$ cat src/logic/cart_pkg.sv
package cart_pkg;

    // Bus and field widths
    typedef logic [7:0]  byte_t;
    typedef logic [23:0] rom_addr_t;
    typedef logic [3:0]  size_code_t;
    typedef logic [7:0]  rom_type_t;
    typedef logic [7:0]  apb_addr_t;
    typedef logic [31:0] apb_data_t;

    // Byte positions inside the 64-byte internal header
    localparam logic [5:0] hdr_map_off      = 6'h15;
    localparam logic [5:0] hdr_type_off     = 6'h16;
    localparam logic [5:0] hdr_rom_size_off = 6'h17;
    localparam logic [5:0] hdr_ram_size_off = 6'h18;
    localparam logic [5:0] hdr_company_off  = 6'h1A;
    localparam logic [5:0] hdr_classify_off = 6'h20;
    localparam logic [5:0] hdr_last_off     = 6'h3F;
    localparam int unsigned hdr_len         = 64;

    // Register map
    localparam apb_addr_t reg_ctrl     = 8'h00;
    localparam apb_addr_t reg_hdr_base = 8'h04;
    localparam apb_addr_t reg_status   = 8'h08;
    localparam apb_addr_t reg_info     = 8'h0C;
    localparam apb_addr_t reg_rom_mask = 8'h10;
    localparam apb_addr_t reg_ram_mask = 8'h14;

    // Upper nibble of rom_type per coprocessor
    localparam logic [3:0] copro_cx4     = 4'h4;
    localparam logic [3:0] copro_sdd1    = 4'h5;
    localparam logic [3:0] copro_sa1     = 4'h6;
    localparam logic [3:0] copro_gsu     = 4'h7;
    localparam logic [3:0] copro_dsp1    = 4'h8;
    localparam logic [3:0] copro_dsp2    = 4'h9;
    localparam logic [3:0] copro_dsp3    = 4'hA;
    localparam logic [3:0] copro_dsp4    = 4'hB;
    localparam logic [3:0] copro_obc1    = 4'hC;
    localparam logic [3:0] copro_spc7110 = 4'hD;

    // SuperFX carts always see 64 KB of work RAM
    localparam rom_addr_t gsu_ram_mask = 24'h00FFFF;

endpackage

$ cat src/logic/header_parser.sv
module header_parser #(
    // Size codes up to this value are treated as a 4 MB window
    parameter cart_pkg::size_code_t small_rom_limit = 4'd7
) (
    input  logic                 clk,
    input  logic                 resetn,
    input  cart_pkg::byte_t      hdr_d,
    input  logic                 hdr_strb,
    output cart_pkg::rom_type_t  rom_type,
    output cart_pkg::rom_addr_t  rom_mask,
    output cart_pkg::rom_addr_t  ram_mask,
    output cart_pkg::size_code_t rom_size,
    output cart_pkg::size_code_t ram_size,
    output logic                 header_finished
);

    import cart_pkg::*;

    logic [5:0] cnt;
    byte_t      map_hdr;
    byte_t      type_hdr;
    byte_t      company_hdr;
    logic       classified;
    logic       is_gsu;

    size_code_t rom_shift;
    rom_addr_t  rom_mask_next;
    rom_addr_t  ram_mask_next;
    rom_type_t  type_next;
    logic       gsu_hit;

    // Masks follow the size codes captured so far
    always_comb begin
        rom_shift     = (rom_size <= small_rom_limit) ? 4'hC : rom_size;
        rom_mask_next = (rom_addr_t'(1024) << rom_shift) - 1'b1;
        if (is_gsu) begin
            ram_mask_next = gsu_ram_mask;
        end else if (ram_size != 4'd0) begin
            ram_mask_next = (rom_addr_t'(1024) << ram_size) - 1'b1;
        end else begin
            ram_mask_next = '0;
        end
    end

    // Mapper and coprocessor detection, first matching rule wins
    always_comb begin
        type_next = {6'b0, map_hdr[1:0]};
        gsu_hit   = 1'b0;
        if (map_hdr == 8'h30 && type_hdr == 8'h05 && company_hdr == 8'hB2) begin
            type_next[7:4] = copro_dsp3;
        end else if (((map_hdr == 8'h20 || map_hdr == 8'h21) && type_hdr == 8'h03) ||
                     (map_hdr == 8'h30 && type_hdr == 8'h05) ||
                     (map_hdr == 8'h31 && (type_hdr == 8'h03 || type_hdr == 8'h05))) begin
            // DSP1 only raises the top bit
            type_next[7] = copro_dsp1[3];
        end else if (map_hdr == 8'h20 && type_hdr == 8'h05) begin
            type_next[7:4] = copro_dsp2;
        end else if (map_hdr == 8'h30 && type_hdr == 8'h03) begin
            type_next[7:4] = copro_dsp4;
        end else if (map_hdr == 8'h30 && type_hdr == 8'h25) begin
            type_next[7:4] = copro_obc1;
        end else if (map_hdr == 8'h32 && (type_hdr == 8'h43 || type_hdr == 8'h45)) begin
            type_next[7:4] = copro_sdd1;
        end else if (map_hdr == 8'h30 && type_hdr == 8'hF6) begin
            // ST0xx family
            type_next[7:3] = 5'b10001;
            if (rom_size < 4'd10) begin
                type_next[5] = 1'b1;
            end
        end else if (map_hdr == 8'h20 && (type_hdr == 8'h13 || type_hdr == 8'h14 ||
                                          type_hdr == 8'h15 || type_hdr == 8'h1A)) begin
            type_next[7:4] = copro_gsu;
            gsu_hit        = 1'b1;
        end else if (map_hdr == 8'h23 && (type_hdr == 8'h32 || type_hdr == 8'h34 ||
                                          type_hdr == 8'h35)) begin
            type_next[7:4] = copro_sa1;
        end else if (map_hdr == 8'h3A && (type_hdr == 8'hF5 || type_hdr == 8'hF9)) begin
            type_next[7:4] = copro_spc7110;
            // Bit 3 flags the RTC variant
            type_next[3]   = type_hdr[3];
        end else if (map_hdr == 8'h20 && type_hdr == 8'hF3) begin
            type_next[7:4] = copro_cx4;
        end
    end

    // Field capture
    always_ff @(posedge clk) begin
        if (hdr_strb && !header_finished) begin
            case (cnt)
                hdr_map_off:     map_hdr     <= hdr_d;
                hdr_type_off:    type_hdr    <= hdr_d;
                hdr_company_off: company_hdr <= hdr_d;
                default: ;
            endcase
        end
    end

    always_ff @(posedge clk) begin
        if (!resetn) begin
            cnt             <= '0;
            header_finished <= 1'b0;
            classified      <= 1'b0;
            is_gsu          <= 1'b0;
            rom_type        <= '0;
            rom_mask        <= '0;
            ram_mask        <= '0;
            rom_size        <= '0;
            ram_size        <= '0;
        end else begin
            if (hdr_strb && !header_finished) begin
                cnt      <= cnt + 1'b1;
                rom_mask <= rom_mask_next;
                ram_mask <= ram_mask_next;
                case (cnt)
                    hdr_rom_size_off: rom_size        <= hdr_d[3:0];
                    hdr_ram_size_off: ram_size        <= hdr_d[3:0];
                    hdr_last_off:     header_finished <= 1'b1;
                    default: ;
                endcase
            end
            // Classify once, after the company byte is in
            if (cnt == hdr_classify_off && !classified) begin
                classified <= 1'b1;
                rom_type   <= type_next;
                if (gsu_hit) begin
                    is_gsu   <= 1'b1;
                    ram_mask <= gsu_ram_mask;
                end
            end
        end
    end

endmodule

$ cat src/logic/rom_loader.sv
module rom_loader #(
    // Length of the header window in bytes
    parameter int unsigned hdr_window = 64
) (
    input  logic                clk,
    input  logic                resetn,
    input  cart_pkg::byte_t     rom_d,
    input  logic                rom_strb,
    output logic                rom_ready,
    input  logic                load_en,
    input  cart_pkg::rom_addr_t hdr_base,
    output logic                mem_we,
    output cart_pkg::rom_addr_t mem_addr,
    output cart_pkg::byte_t     mem_data,
    output cart_pkg::byte_t     hdr_d,
    output logic                hdr_strb,
    output cart_pkg::rom_addr_t byte_count
);

    import cart_pkg::*;

    logic      accept;
    rom_addr_t hdr_offset;
    logic      in_window;

    // Back-pressure comes straight from the enable bit
    assign rom_ready = load_en;
    assign accept    = rom_strb && rom_ready;

    // Position of the current byte relative to the header start
    assign hdr_offset = byte_count - hdr_base;
    assign in_window  = (byte_count >= hdr_base) &&
                        (hdr_offset < rom_addr_t'(hdr_window));

    // Control and counter
    always_ff @(posedge clk) begin
        if (!resetn) begin
            byte_count <= '0;
            mem_we     <= 1'b0;
            hdr_strb   <= 1'b0;
        end else begin
            mem_we   <= accept;
            hdr_strb <= accept && in_window;
            if (accept) begin
                byte_count <= byte_count + 1'b1;
            end
        end
    end

    // Write payload, held between bytes
    always_ff @(posedge clk) begin
        if (accept) begin
            mem_addr <= byte_count;
            mem_data <= rom_d;
            hdr_d    <= rom_d;
        end
    end

endmodule

$ cat src/logic/cart_regs.sv
module cart_regs (
    input  logic                 clk,
    input  logic                 resetn,

    // APB3 slave
    input  logic                 psel,
    input  logic                 penable,
    input  logic                 pwrite,
    input  cart_pkg::apb_addr_t  paddr,
    input  cart_pkg::apb_data_t  pwdata,
    output cart_pkg::apb_data_t  prdata,
    output logic                 pready,
    output logic                 pslverr,

    // Loader setup
    output logic                 load_en,
    output cart_pkg::rom_addr_t  hdr_base,
    input  cart_pkg::rom_addr_t  byte_count,

    // Parser results
    input  cart_pkg::rom_type_t  rom_type,
    input  cart_pkg::rom_addr_t  rom_mask,
    input  cart_pkg::rom_addr_t  ram_mask,
    input  cart_pkg::size_code_t rom_size,
    input  cart_pkg::size_code_t ram_size,
    input  logic                 header_finished
);

    import cart_pkg::*;

    logic      access;
    logic      addr_hit;
    logic      addr_ro;
    logic      wr_en;
    apb_data_t rd_data;

    assign access = psel && penable;

    // Address decode and read mux
    always_comb begin
        addr_hit = 1'b1;
        addr_ro  = 1'b0;
        rd_data  = '0;
        case (paddr)
            reg_ctrl: begin
                rd_data = {31'd0, load_en};
            end
            reg_hdr_base: begin
                rd_data = {8'd0, hdr_base};
            end
            reg_status: begin
                addr_ro = 1'b1;
                rd_data = {byte_count, 7'd0, header_finished};
            end
            reg_info: begin
                addr_ro = 1'b1;
                rd_data = {16'd0, ram_size, rom_size, rom_type};
            end
            reg_rom_mask: begin
                addr_ro = 1'b1;
                rd_data = {8'd0, rom_mask};
            end
            reg_ram_mask: begin
                addr_ro = 1'b1;
                rd_data = {8'd0, ram_mask};
            end
            default: begin
                addr_hit = 1'b0;
            end
        endcase
    end

    // Zero wait states
    assign pready  = access;
    assign pslverr = access && (!addr_hit || (pwrite && addr_ro));
    assign prdata  = rd_data;

    assign wr_en = access && pwrite && !pslverr;

    always_ff @(posedge clk) begin
        if (!resetn) begin
            load_en  <= 1'b0;
            hdr_base <= '0;
        end else if (wr_en) begin
            case (paddr)
                reg_ctrl:     load_en  <= pwdata[0];
                reg_hdr_base: hdr_base <= pwdata[23:0];
                default: ;
            endcase
        end
    end

endmodule

$ cat src/logic/cart_loader_top.sv
module cart_loader_top #(
    parameter int unsigned          hdr_window      = cart_pkg::hdr_len,
    parameter cart_pkg::size_code_t small_rom_limit = 4'd7
) (
    input  logic                clk,
    input  logic                resetn,

    // Register port
    input  logic                psel,
    input  logic                penable,
    input  logic                pwrite,
    input  cart_pkg::apb_addr_t paddr,
    input  cart_pkg::apb_data_t pwdata,
    output cart_pkg::apb_data_t prdata,
    output logic                pready,
    output logic                pslverr,

    // ROM image stream
    input  cart_pkg::byte_t     rom_d,
    input  logic                rom_strb,
    output logic                rom_ready,

    // Memory writes
    output logic                mem_we,
    output cart_pkg::rom_addr_t mem_addr,
    output cart_pkg::byte_t     mem_data
);

    import cart_pkg::*;

    logic       load_en;
    rom_addr_t  hdr_base;
    rom_addr_t  byte_count;
    byte_t      hdr_d;
    logic       hdr_strb;
    rom_type_t  rom_type;
    rom_addr_t  rom_mask;
    rom_addr_t  ram_mask;
    size_code_t rom_size;
    size_code_t ram_size;
    logic       header_finished;

    rom_loader #(
        .hdr_window (hdr_window)
    ) u_loader (
        .clk        (clk),
        .resetn     (resetn),
        .rom_d      (rom_d),
        .rom_strb   (rom_strb),
        .rom_ready  (rom_ready),
        .load_en    (load_en),
        .hdr_base   (hdr_base),
        .mem_we     (mem_we),
        .mem_addr   (mem_addr),
        .mem_data   (mem_data),
        .hdr_d      (hdr_d),
        .hdr_strb   (hdr_strb),
        .byte_count (byte_count)
    );

    header_parser #(
        .small_rom_limit (small_rom_limit)
    ) u_parser (
        .clk             (clk),
        .resetn          (resetn),
        .hdr_d           (hdr_d),
        .hdr_strb        (hdr_strb),
        .rom_type        (rom_type),
        .rom_mask        (rom_mask),
        .ram_mask        (ram_mask),
        .rom_size        (rom_size),
        .ram_size        (ram_size),
        .header_finished (header_finished)
    );

    cart_regs u_regs (
        .clk             (clk),
        .resetn          (resetn),
        .psel            (psel),
        .penable         (penable),
        .pwrite          (pwrite),
        .paddr           (paddr),
        .pwdata          (pwdata),
        .prdata          (prdata),
        .pready          (pready),
        .pslverr         (pslverr),
        .load_en         (load_en),
        .hdr_base        (hdr_base),
        .byte_count      (byte_count),
        .rom_type        (rom_type),
        .rom_mask        (rom_mask),
        .ram_mask        (ram_mask),
        .rom_size        (rom_size),
        .ram_size        (ram_size),
        .header_finished (header_finished)
    );

endmodule

$ cat config.mk
export PLATFORM = sky130hd
export DESIGN_NAME = cart_loader_top
export DESIGN_NICKNAME = d
export VERILOG_FILES = /design/src/logic/cart_pkg.sv /design/src/logic/header_parser.sv /design/src/logic/rom_loader.sv /design/src/logic/cart_regs.sv /design/src/logic/cart_loader_top.sv
export SDC_FILE = /design/constraint.sdc
export NUM_CORES = 1
export LEC_CHECK = 0
export ABC_AREA = 1
export BUFFER_PORTS_ARGS = -buffer_cell sky130_fd_sc_hd__buf_4
export CORE_MARGIN = 2
export CORE_UTILIZATION = 50
export CTS_CLUSTER_SIZE = 14
export DETAILED_ROUTE_END_ITERATION = 7
export GPL_TIMING_DRIVEN = 1
export PLACE_DENSITY = 0.69
export SYNTH_ARGS = -nofsm -noshare
export SYNTH_HDL_FRONTEND = slang
export SYNTH_SLANG_ARGS = --single-unit
$ cat constraint.sdc
create_clock -name clk -period 2.3 [get_ports clk]
set_input_delay 0.23 -clock clk [delete_from_list [all_inputs] [get_ports clk]]
set_output_delay 0.23 -clock clk [all_outputs]
set_load 0.05 [all_outputs]
==> run summary <==
The flow ran to the end, but the final reports show violations. The checks that failed: design-rule violations. Yosys printed 0 warnings. The total power consumption of the routed design was 6030 uW. For the number of cells produced by synthesis, the log shows 1164.

The synthesized design devotes to its leading area cell type 25.2% of total area. The logs give 190 ps for the slack of the worst reg-to-reg path and 8404 for the total number of vias. dfxtp_1 takes more of the synthesized area than any other cell. Measured against its own limit, the worst slew margin works out to 54.8%.

The global-route usage over all layers was 26.1%; the number of search-and-repair iterations in the first detailed-routing pass was 7. Share of the clock period used by the worst path: 96.4%. Data arrives at the worst endpoint at 1990 ps. Dominant combinational cell family by area after synthesis: simple AND/OR/NAND/NOR gates. In this run, synthesis produced a sequential element count of 170. DRC violation count after routing: 1.

The worst setup path is launched from a flip-flop. The synthesized-area fraction occupied by and/or/nand/nor cells came out at 25.0%. The type of the tightest min-delay check was primary input to flip-flop. At the pin with the least slew margin, the transition time is 676 ps.

Combinational cells account for 2.7% of the total power. The hold violation count in the final report was 0; the post-synthesis cell type count was 56. The number of placed I/O pins was 122; the share of final-layout standard cells stronger than drive strength 1 was 20.8%.

Startpoint of the tightest hold check path: pwdata[19]. For the number of global-route vias before repair, the log shows 7870. IR analysis of the VDD net gives a maximum drop of 0.000507 V. Of all flip-flops after synthesis, the portion carrying an async set or reset was 0%. Fraction of synthesized area in multiplexers: 0%. The placed instances occupy a cell area of 0.0103 sq mm. Area share of fa/ha/maj cells after synthesis: 4.29%. The routed design could run at a clock period as short as 2220 ps.

The internal power was 4610 uW. The initial standard-cell utilization of the core is 50.7%. The share of total power dissipated in the clock network is 46.3%. Across the run, the number of max-cap violations was 0. In the final routed layout, each cell accounts on average for 15.9 um. In this run the critical register-to-register path is captured at u_parser.ram_mask[0]. For the number of nets in the finished design, the log shows 1396.

The filler cells instantiated in the layout total 1570. For the power dissipated by switching net loads, the log shows 1420 uW. Once the clock tree was built, the setup fixing pass inserted 0 buffers. The worst setup path is captured at a primary output. In this run the static leakage power is 0.00474 uW. Number of antenna cells inserted: 0. The die covers 0.0192 sq mm. The detailed placement HPWL is 19000 um. The floorplan step set the die height to 139 um. The width of the die came out at 139 um. The cell area power density works out to 545 mW/mm^2. In this run the remaining antenna-violating nets after routing total 0. The worst setup slack after placement was 163 ps.

After detailed routing, the wire length on met1 is 11600 um. Yosys attributes the largest share of cell area to dfxtp_1, edfxtp_1, nand2_1. Summing the areas of all compound-gate instances in the mapped netlist gives 17.5% of the synthesized area. The startpoint identified for the worst register-to-register timing path is u_parser.map_hdr[3]. Setup violations remaining at the end of the flow were counted as 0. The final count of pins violating max slew came out at 0. TritonCTS created 17 clock buffers. At the end of routability-driven placement, the weighted congestion stood at 0.936.

The clock tree root buffer cell is clkbuf_16. For this run, the top clock speed supported by timing is 0.451 GHz. The detailed router used layers up to and including met4. The switching part of the total is 23.6%, and the count of input and output buffers is 113. The number of cells on the worst reg-to-reg path is 14.

Using the TritonRoute via totals, the vias-per-cell ratio works out to 5.41. After detailed routing, the met2 layer carries 11000 um of wire. After the first detailed-routing iteration, the DRC count stood at 766. After global routing the overflow that remains totals 0. Yosys mapped a number of flops with a built-in enable equal to 56. After floorplanning, the core was divided into 49 placement rows. The area of the mapped netlist was 0.00905 sq mm. In the synthesized netlist the dominant register cell turns out to be dfxtp_1. For the worst-skew pair, the clock arrives at the later sink with an insertion delay of 430 ps. The classification of the worst setup path is flip-flop to primary output.

The tools report the worst hold path endpoint as u_regs.hdr_base[19]. Pin count of the biggest net entering global routing: 74. The logs give 43.8% for the post-synthesis sequential area ratio and 40100 um for the first-pass GRT wire length.

Once layout is done, the placed cells without fillers occupy 0.0111 sq mm. Setup slack closes at 83.7 ps. The final routed wirelength across all metal layers was 24800 um; the synthesized-area fraction occupied by xor and xnor cells was 0.484%. The synthesized area divided by synthesized cell count is 7.77 sq um, and the data required time at the worst endpoint is 2070 ps. TritonCTS built the clock tree.

After detailed routing, the met3 layer carries 1620 um of wire. The clock input transition at the sequential cells of the worst setup and hold paths was 70 ps; the initial antenna violation count was 0. The layout overhead on the synthesized area is 22.3%, and the clock sink total is 170. The clock tree synthesis step divided the H-tree into 4 levels.

The worst hold path passes through 3 cells. The floorplan step defined a core boundary enclosing 0.0178 sq mm. For the largest buffer count on any clock path, the log shows 2. The highest fanout seen on the critical path is 4, and the sequential power share is 51.0%.

Final clock skew: 11.0 ps.
[through the flow]
| step | TNS, ps | std cells | hold WS (ps) | utilization (%) |
|---|---|---|---|---|
| final | 0 | 1553 | 87.3 | 62.0 |
| after global routing | -8.35 | 1553 | 75.1 | 62.0 |
| after CTS | 0 | 1553 | 68.5 | 61.7 |
| after detailed placement | 0 | 1513 | 409 | 58.0 |
| after global placement | 0 | 1513 | 408 | 58.0 |
| after floorplan | -687 | 1165 | 329 | - |
[cell type report]
cell class                      instances  area, sq um  share of cell area, %
Timing Repair Buffer                  157         1240                   11.2
Multi-Input combinational cell        790         4350                   39.3
Clock buffer                           17          425                   3.84
Inverter                              175          659                   5.96
Sequential cell                       170         3970                   35.8
Clock inverter                         15          146                   1.32
Tap cell                              229          287                   2.59
[what timing repair did]
item / 4_1_cts / 5_1_grt
hold buffers: 8 / 0
gates resized for setup: 0 / 17
setup endpoints to repair: 0 / 2
endpoints found under the hold margin: 8 / 0
[kinds of logic after synthesis]
kind of cell	after synthesis
buf+inv	205
xor+xnor	5
simple gates	509
compound gates	243
flops	170
fa+ha+maj	31
other cells	1
[worst max-delay path, cell delays in order, from the launching register on]
cell      delay (ps)
dfxtp_1          350
buf_4            160
inv_1            110
o22ai_1           90
a221oi_1         310
o21ai_0          270
buf_4            260
[Yosys cell counts (all sizes together), types with 2 or more instances]
library cell	count
a211oi	27
a21o	2
a21oi	103
a221oi	10
a22oi	2
a31o	2
a31oi	5
and3	2
buf	15
clkbuf	15
clkinv	2
dfxtp	114
edfxtp	56
ha	31
inv	173
nand2	241
nand3	43
nand3b	5
nand4	14
nor2	149
nor3	40
nor3b	2
nor4	8
o2111ai	10
o211ai	3
o21ai	56
o21bai	3
o221ai	3
o22ai	9
o31ai	4
or2	3
xor2	5
[state kept, by name, summed over array words and instances, names as in the netlist, 4 cells and up]
signal,cells
u_regs.hdr_base,24
u_parser.cnt,6
u_parser.rom_mask,15
u_loader.mem_addr,24
u_parser.ram_mask,24
u_parser.type_hdr,8
u_parser.rom_size,4
u_parser.rom_type,7
u_parser.company_hdr,8
u_loader.mem_data,8
u_parser.map_hdr,8
u_loader.byte_count,24
u_parser.ram_size,4
[worst max path at each step]
stage / from / end / cells past startpoint
2_1_floorplan: paddr[1] / prdata[10] / 6
3_3_place_gp: paddr[1] / prdata[12] / 9
3_5_place_dp: paddr[6] / prdata[22] / 11
4_1_cts: paddr[1] / prdata[12] / 9
5_1_grt: u_regs.hdr_base[5] / u_loader.hdr_strb / 15
6_report: u_loader.byte_count[6] / prdata[14] / 6
[layout by cell type (no fill, tap or decap), drive strengths merged, types with 31 or more instances in the layout]
cell type and count:
nor3 40, edfxtp 56, o21ai 56, nand3 43, nand2 241, a21oi 103, ha 31, buf 149
dfxtp 114, inv 184, nor2 149
[routing by layer]
metal,up-vias,GRT usage (%)
li1,4204,-
met1,3863,37.3
met2,296,40.5
met3,41,5.13
met4,0,7.30
met5,-,0
[power by group through the flow]
| stage | Combinational [uW] | Sequential, uW | Clock [uW] |
|---|---|---|---|
| 2_1_floorplan | 62.4 | 3150 | 0 |
| 3_3_place_gp | 147 | 3150 | 0 |
| 3_5_place_dp | 150 | 3150 | 0 |
| 4_1_cts | 160 | 3080 | 2820 |
| 5_1_grt | 175 | 3080 | 2940 |
| 6_report | 161 | 3080 | 2790 |
(Power assumes the default switching activity.)
